**config.mk**
```make
export PLATFORM = sky130hd
export DESIGN_NAME = source_streamer
export DESIGN_NICKNAME = d
export VERILOG_FILES = /design/src/source_pkg.sv /design/src/source_addrgen.sv /design/src/source_ctrl.sv /design/src/source_resp_capture.sv /design/src/source_streamer.sv
export SDC_FILE = /design/constraint.sdc
export NUM_CORES = 1
export LEC_CHECK = 0
export ABC_AREA = 1
export BUFFER_PORTS_ARGS = -buffer_cell sky130_fd_sc_hd__buf_2
export CORE_MARGIN = 2
export CORE_UTILIZATION = 52
export DETAILED_ROUTE_END_ITERATION = 12
export MAX_ROUTING_LAYER = met4
export PLACE_DENSITY = 0.82
export REMOVE_ABC_BUFFERS = 1
export SKIP_CTS_REPAIR_TIMING = 1
export SLEW_MARGIN = 25
export SYNTH_ARGS = -nofsm -noshare
export SYNTH_HDL_FRONTEND = slang
export SYNTH_HIERARCHICAL = 1
export SYNTH_SLANG_ARGS = --single-unit
```
**constraint.sdc**
```tcl
create_clock -name clk_i -period 2.6 [get_ports clk_i]
set_input_delay 0.52 -clock clk_i [delete_from_list [all_inputs] [get_ports clk_i]]
set_output_delay 0.52 -clock clk_i [all_outputs]
set_load 0.02 [all_outputs]
```
**src/source_pkg.sv**
```systemverilog
// shared widths, config/flag structs, memory port structs and fsm state enum
package source_pkg;

  // transaction counter width, caps a run at 2^16 wide words
  localparam int unsigned TRANS_CNT_W = 16;

  // bytes per bank word
  localparam int unsigned BANK_BYTES = 4;

  typedef logic [31:0] addr_t; // byte address
  typedef logic [31:0] word_t; // one bank word
  typedef logic [TRANS_CNT_W-1:0] cnt_t;

  // controller states
  typedef enum logic {
    ST_IDLE    = 1'b0,
    ST_WORKING = 1'b1
  } state_e;

  // run configuration, held stable by the host while busy
  typedef struct packed {
    addr_t base_addr;   // byte address of port 0, word 0
    cnt_t  trans_size;  // number of wide words
    addr_t word_stride; // bytes between wide words
  } source_cfg_t;

  // status back to the host
  typedef struct packed {
    logic ready_start; // idle, start accepted
    logic done;        // one cycle after the last request
    logic in_progress; // address pattern still running
  } source_flags_t;

  // one bank port request, read only
  typedef struct packed {
    logic  req;
    addr_t addr;
  } mem_req_t;

  // one bank port response
  typedef struct packed {
    logic  gnt;     // same cycle as req
    logic  r_valid; // one cycle after gnt
    word_t r_data;
  } mem_rsp_t;

endpackage

```
**src/source_addrgen.sv**
```systemverilog
// strided address walker with word counter and last flag
module source_addrgen #(
  parameter int unsigned NB_PORTS = 2
) (
  input  logic                    clk_i,
  input  logic                    rst_ni,
  input  logic                    start_i,
  input  logic                    advance_i,
  input  source_pkg::source_cfg_t cfg_i,
  output source_pkg::addr_t       addr_o,
  output logic                    last_o,
  output logic                    in_progress_o
);

  source_pkg::addr_t addr_q;
  source_pkg::cnt_t  cnt_q;    // index of the current wide word
  source_pkg::cnt_t  last_idx;
  logic              running_q;
  logic              load;

  // new run only once the previous pattern is finished
  assign load     = start_i & ~running_q;
  assign last_idx = cfg_i.trans_size - 1'b1;

  always_ff @(posedge clk_i or negedge rst_ni) begin
    if (!rst_ni) begin
      addr_q    <= '0;
      cnt_q     <= '0;
      running_q <= 1'b0;
    end else if (load) begin
      addr_q    <= cfg_i.base_addr;
      cnt_q     <= '0;
      running_q <= 1'b1;
    end else if (advance_i && running_q) begin
      addr_q <= addr_q + cfg_i.word_stride; // next wide word
      cnt_q  <= cnt_q + 1'b1;
      if (last_o) begin
        running_q <= 1'b0; // final word accepted
      end
    end
  end

  assign addr_o        = addr_q;
  assign last_o        = running_q && (cnt_q == last_idx);
  assign in_progress_o = running_q;

endmodule

```
**src/source_ctrl.sv**
```systemverilog
// source_ctrl: idle/working fsm, per-port grant fence, request and done pulse
module source_ctrl #(
  parameter int unsigned NB_PORTS = 2
) (
  input  logic                                clk_i,
  input  logic                                rst_ni,
  input  logic                                start_i,
  input  logic                                stream_ready_i,
  input  source_pkg::addr_t                   addr_i,
  input  logic                                last_i,
  input  source_pkg::mem_rsp_t [NB_PORTS-1:0] mem_rsp_i,
  output source_pkg::mem_req_t [NB_PORTS-1:0] mem_req_o,
  output logic                                advance_o,
  output logic                                ready_start_o,
  output logic                                done_o
);

  source_pkg::state_e state_q, state_d;

  logic [NB_PORTS-1:0] fence_q;   // ports already granted for this word
  logic [NB_PORTS-1:0] port_req;
  logic [NB_PORTS-1:0] port_done; // granted now or earlier
  logic                issue;     // requests allowed this cycle
  logic                word_done; // every port granted
  logic                done_q;

  // no new requests while the consumer stalls
  assign issue = (state_q == source_pkg::ST_WORKING) & stream_ready_i;

  for (genvar p = 0; p < NB_PORTS; p++) begin : g_port
    assign port_req[p]  = issue & ~fence_q[p];
    assign port_done[p] = fence_q[p] | (port_req[p] & mem_rsp_i[p].gnt);

    // port p reads the p-th bank word of the wide word
    assign mem_req_o[p].req  = port_req[p];
    assign mem_req_o[p].addr = addr_i + source_pkg::addr_t'(p * source_pkg::BANK_BYTES);
  end

  assign word_done = issue & (&port_done);
  assign advance_o = word_done;

  // fence: remember grants until the whole word is through
  always_ff @(posedge clk_i or negedge rst_ni) begin
    if (!rst_ni) begin
      fence_q <= '0;
    end else if (word_done) begin
      fence_q <= '0;
    end else begin
      fence_q <= fence_q | (port_req & port_done);
    end
  end

  always_comb begin
    state_d = state_q;
    unique case (state_q)
      source_pkg::ST_IDLE: begin
        if (start_i) state_d = source_pkg::ST_WORKING;
      end
      source_pkg::ST_WORKING: begin
        if (word_done && last_i) state_d = source_pkg::ST_IDLE; // last word out
      end
      default: state_d = source_pkg::ST_IDLE;
    endcase
  end

  always_ff @(posedge clk_i or negedge rst_ni) begin
    if (!rst_ni) begin
      state_q <= source_pkg::ST_IDLE;
      done_q  <= 1'b0;
    end else begin
      state_q <= state_d;
      done_q  <= word_done & last_i; // lands with the return to idle
    end
  end

  assign ready_start_o = (state_q == source_pkg::ST_IDLE);
  assign done_o        = done_q;

endmodule

```
**src/source_resp_capture.sv**
```systemverilog
// source_resp_capture: per-port response hold registers merged into the wide beat
module source_resp_capture #(
  parameter int unsigned NB_PORTS = 2
) (
  input  logic                                clk_i,
  input  logic                                rst_ni,
  input  source_pkg::mem_rsp_t [NB_PORTS-1:0] mem_rsp_i,
  input  logic                                stream_ready_i,
  output logic                                stream_valid_o,
  output source_pkg::word_t    [NB_PORTS-1:0] stream_data_o
);

  logic              [NB_PORTS-1:0] held_valid_q;
  source_pkg::word_t [NB_PORTS-1:0] held_data_q;
  logic              [NB_PORTS-1:0] port_valid;
  logic                             beat_xfer;

  for (genvar p = 0; p < NB_PORTS; p++) begin : g_port
    // live response wins, otherwise the held copy
    assign port_valid[p]    = mem_rsp_i[p].r_valid | held_valid_q[p];
    assign stream_data_o[p] = mem_rsp_i[p].r_valid ? mem_rsp_i[p].r_data : held_data_q[p];

    always_ff @(posedge clk_i or negedge rst_ni) begin
      if (!rst_ni) begin
        held_valid_q[p] <= 1'b0;
      end else if (beat_xfer) begin
        held_valid_q[p] <= 1'b0; // consumed by the merged beat
      end else begin
        held_valid_q[p] <= port_valid[p];
      end
    end

    // payload only, valid bit qualifies it
    always_ff @(posedge clk_i) begin
      if (mem_rsp_i[p].r_valid) begin
        held_data_q[p] <= mem_rsp_i[p].r_data;
      end
    end
  end

  // beat is complete once every port has its word
  assign stream_valid_o = &port_valid;
  assign beat_xfer      = stream_valid_o & stream_ready_i;

endmodule

```
**src/source_streamer.sv**
```systemverilog
// source_streamer: top level, address generator, controller and response capture
module source_streamer #(
  parameter int unsigned NB_PORTS = 2
) (
  input  logic                                clk_i,
  input  logic                                rst_ni,
  input  logic                                start_i,
  input  source_pkg::source_cfg_t             cfg_i,
  output source_pkg::source_flags_t           flags_o,
  output source_pkg::mem_req_t [NB_PORTS-1:0] mem_req_o,
  input  source_pkg::mem_rsp_t [NB_PORTS-1:0] mem_rsp_i,
  output logic                                stream_valid_o,
  output source_pkg::word_t    [NB_PORTS-1:0] stream_data_o,
  input  logic                                stream_ready_i
);

  source_pkg::addr_t gen_addr;   // current wide word address
  logic              gen_last;
  logic              advance;    // all ports granted
  logic              ready_start;
  logic              done;
  logic              in_progress;

  source_addrgen #(
    .NB_PORTS ( NB_PORTS )
  ) i_addrgen (
    .clk_i         ( clk_i       ),
    .rst_ni        ( rst_ni      ),
    .start_i       ( start_i     ),
    .advance_i     ( advance     ),
    .cfg_i         ( cfg_i       ),
    .addr_o        ( gen_addr    ),
    .last_o        ( gen_last    ),
    .in_progress_o ( in_progress )
  );

  source_ctrl #(
    .NB_PORTS ( NB_PORTS )
  ) i_ctrl (
    .clk_i          ( clk_i          ),
    .rst_ni         ( rst_ni         ),
    .start_i        ( start_i        ),
    .stream_ready_i ( stream_ready_i ),
    .addr_i         ( gen_addr       ),
    .last_i         ( gen_last       ),
    .mem_rsp_i      ( mem_rsp_i      ), // gnt only
    .mem_req_o      ( mem_req_o      ),
    .advance_o      ( advance        ),
    .ready_start_o  ( ready_start    ),
    .done_o         ( done           )
  );

  source_resp_capture #(
    .NB_PORTS ( NB_PORTS )
  ) i_capture (
    .clk_i          ( clk_i          ),
    .rst_ni         ( rst_ni         ),
    .mem_rsp_i      ( mem_rsp_i      ), // r_valid and r_data
    .stream_ready_i ( stream_ready_i ),
    .stream_valid_o ( stream_valid_o ),
    .stream_data_o  ( stream_data_o  )
  );

  // status to the host
  assign flags_o = '{
    ready_start : ready_start,
    done        : done,
    in_progress : in_progress
  };

endmodule

```
==> impl_metrics.yaml <==
worst_hold_path:
  holdCritPathClass: "primary input to asynchronous set/reset pin"
global_routing:
  grt_pass1_vias: 8901
  grt_max_degree: 56
  antenna_found_initial: 0
  grt_usage_pct: 34.0
  grt_overflow: 0
  grt_first_pass_wirelength_um: 45600
synth:
  synth.most_common_cell: "nand2_1"
  avgSynthCellArea_sq_um: 6.30
  synth_top_area_share_pct: 23.2
  synth_ff_type: "dfxtp_1"
  synth-edff-count: 0
  synthesis.area_sq_um: 8690
  synthCells: 1379
  synth-async-reset-ratio_pct: 46.2
  yosysWarnings: 6
  yosysTopAreaCell: "nand2_1"
  ys_seq_area_share_pct: 30.6
  synth_area_leaders: "nand2_1 (23%), dfrtp_1 (16%), dfxtp_1 (15%), nor2_1 (6.8%), inv_1 (6.2%)"
  synth_cell_type_count: 44
  synth-seq-cells: 119
  synth_common_cells: "nand2_1 (538), nor2_1 (158), inv_1 (143)"
critical_path:
  critPathCaptureType: "output port"
  critPathKind: "flip-flop to output port"
  reg2reg_depth: 14
  slowest_delay_ns: 0.40
  timing.rr.end: "i_addrgen/addr_o[29]"
  cp_top_family: "simple AND/OR/NAND/NOR gates"
  crit_path_start: "i_addrgen/addr_o[2]"
  reg2reg_setup_slack_ns: 0.25
  cp_slowest_cell: "dfrtp_1"
  critPathLaunchType: "flip-flop"
  r2r-start: "i_addrgen/addr_o[2]"
  critPathBufInv: 2
  cp.required_ns: 2.08
  arrival_ns: 2.03
  cp_max_fo: 5
  cp_cell_sequence: "ha_4 > inv_1 > nor2_2 > nand2_1 > nor2_1 > xor2_1 > buf_4"
sta:
  fin_tns_setup_ns: 0
  fin_skew_ns: 0.0109
  finalHoldViolCount: 0
  setup_violations: 0
  worst_pin_slew_ns: 0.966
  slew_headroom_pct: 35.2
  max_freq_mhz: 392
  fin_ws_ns: 0.0501
  fin_crit_sh_pct: 98.1
  min_period_ns: 2.55
  slew_viol_final: 0
  hold_ws_ns: 0.250
die:
  initial_core_util_pct: 52.8
  die_x_um: 133
  io_pins: 286
  core-area_sq_um: 16500
  rows: 47
  die-area_sq_um: 17800
  die_h_um: 133
route:
  dr_wl_met2_um: 13700
  routed_wl_um: 29800
  met1_length_um: 12600
  vias: 9618
  firstDrtPassIters: 6
  via_per_inst: 5.14
  drtIter0Drc: 725
  top_layer: "met4"
  drtAntennaViolNets: 0
  routedWlPerCell_um: 15.9
  drc: 0
  wl_met3_um: 2430
layout:
  area_growth_pct: 23.5
  drive_gt1_share_pct: 24.5
  fill_cells: 1555
  finalNonFillerCells: 1870
  diodes: 0
  num-nets-final: 1824
  final_area_sq_um: 10700
placement:
  hpwl_um: 23300
  post_dp_cell_area_sq_um: 10100
  io_buffer_count: 285
  place_ws_ns: 0.0895
  gp_congestion: 1.00
  dp_cells: 1838
clock_tree:
  clkTransAtPathRegs_ns: 0.06
  cts_htree_levels: 4
  cts.sinks: 119
  clockRootBuffer: "clkbuf_16"
  clkLatencyLatePin_ns: 0.42
  cts_tree: "built"
  clock_path_buffers: 2
  cts_buffers: 17
power_and_ir_drop:
  swShare_pct: 48.2
  switching_power_mw: 5.26
  ir_drop_v: 0.000544
  power.share.combinational_pct: 51.2
  p_int_mw: 5.65
  p_per_area_nw_per_um2: 1020
  clkPwrFrac_pct: 23.3
  p_leak_nw: 5.99
  p_seq_share_pct: 25.5
job:
  cap_violations: 0
status:
  status: "complete, no violations"
per-layer routing:
| metal | global-route usage (%) | up-vias |
|---|---|---|
| met5 | - | - |
| met4 | 14.1 | 0 |
| met3 | 5.33 | 55 |
| met2 | 54.5 | 474 |
| met1 | 42.9 | 4295 |
| li1 | - | 4794 |
power groups by stage:
stage	clock network (mW)	logic (mW)	registers [mW]
floorplan	0	3.24	2.93
global placement	0	5.41	2.76
detailed placement	0	5.46	2.77
CTS	2.56	5.49	2.74
global route	2.64	6.12	2.82
finish	2.54	5.59	2.78
worst register-to-register path, cell delays in order, from the launching register on:
cell,delay (ns)
dfrtp_1,0.42
buf_4,0.20
ha_1,0.34
a21oi_1,0.25
o21ai_2,0.13
nand2_1,0.08
nand2_1,0.11
nand2_1,0.12
nand2_1,0.15
nand2_1,0.14
nand2_1,0.06
nand2_1,0.05
nand3_1,0.07
nand2_1,0.09
nand2_1,0.04
flip-flops by register name, summed over array words and instances (netlist names):
signal / cells
i_capture/held_data_q: 64
i_ctrl/done_o: 1
i_addrgen/in_progress_o: 1
i_addrgen/addr_o: 32
i_addrgen/cnt_q: 16
i_capture/held_valid_q: 2
i_ctrl/state_q: 1
i_ctrl/fence_q: 2
cell usage in the layout, fill, tap and decap left out, types with 25 or more instances in the layout:
master | Yosys | layout
nand3_1 | 71 | 70
a21oi_1 | 56 | 56
nand2_1 | 538 | 538
ha_1 | 34 | 33
nor2_1 | 158 | 156
o21ai_0 | 50 | 50
dfxtp_1 | 64 | 64
buf_2 | 8 | 284
inv_1 | 143 | 142
dfrtp_1 | 55 | 45
xor2_1 | 26 | 25
kinds of logic after synthesis:
kind of cell               share of synthesized area [%]
AOI/OAI and AO/OA                                   7.88
xor gates and xnor gates                            4.23
buffers and inverters                               12.3
and+or+nand+nor                                     39.9
DFF                                                 30.6
adders and majority gates                           5.13
worst max path at each step:
stage | slack [ns] | cells after the start | endpoint
final | 0.05 | 7 | mem_req_o[51]
after global routing | -0.02 | 7 | mem_req_o[51]
after CTS | -0.09 | 5 | mem_req_o[47]
after detailed placement | 0.09 | 14 | i_addrgen/addr_o[30]
after global placement | 0.15 | 14 | i_addrgen/addr_o[30]
after floorplan | -0.57 | 10 | i_addrgen/addr_o[13]
through the flow:
stage,utilization (%),power (mW)
2_1_floorplan,-,6.17
3_3_place_gp,61.1,8.18
3_5_place_dp,61.1,8.23
4_1_cts,64.9,10.8
5_1_grt,65.2,11.6
6_report,65.2,10.9
layout make-up:
cell class	instances	area, sq um	area share (%)
Multi-Input combinational cell	1045	5000	46.6
Sequential cell	119	2670	24.9
Timing Repair Buffer	305	1590	14.8
Inverter	149	572	5.33
Clock buffer	20	479	4.47
Tap cell	220	275	2.57
Clock inverter	12	148	1.38
(Power assumes the default switching activity.)
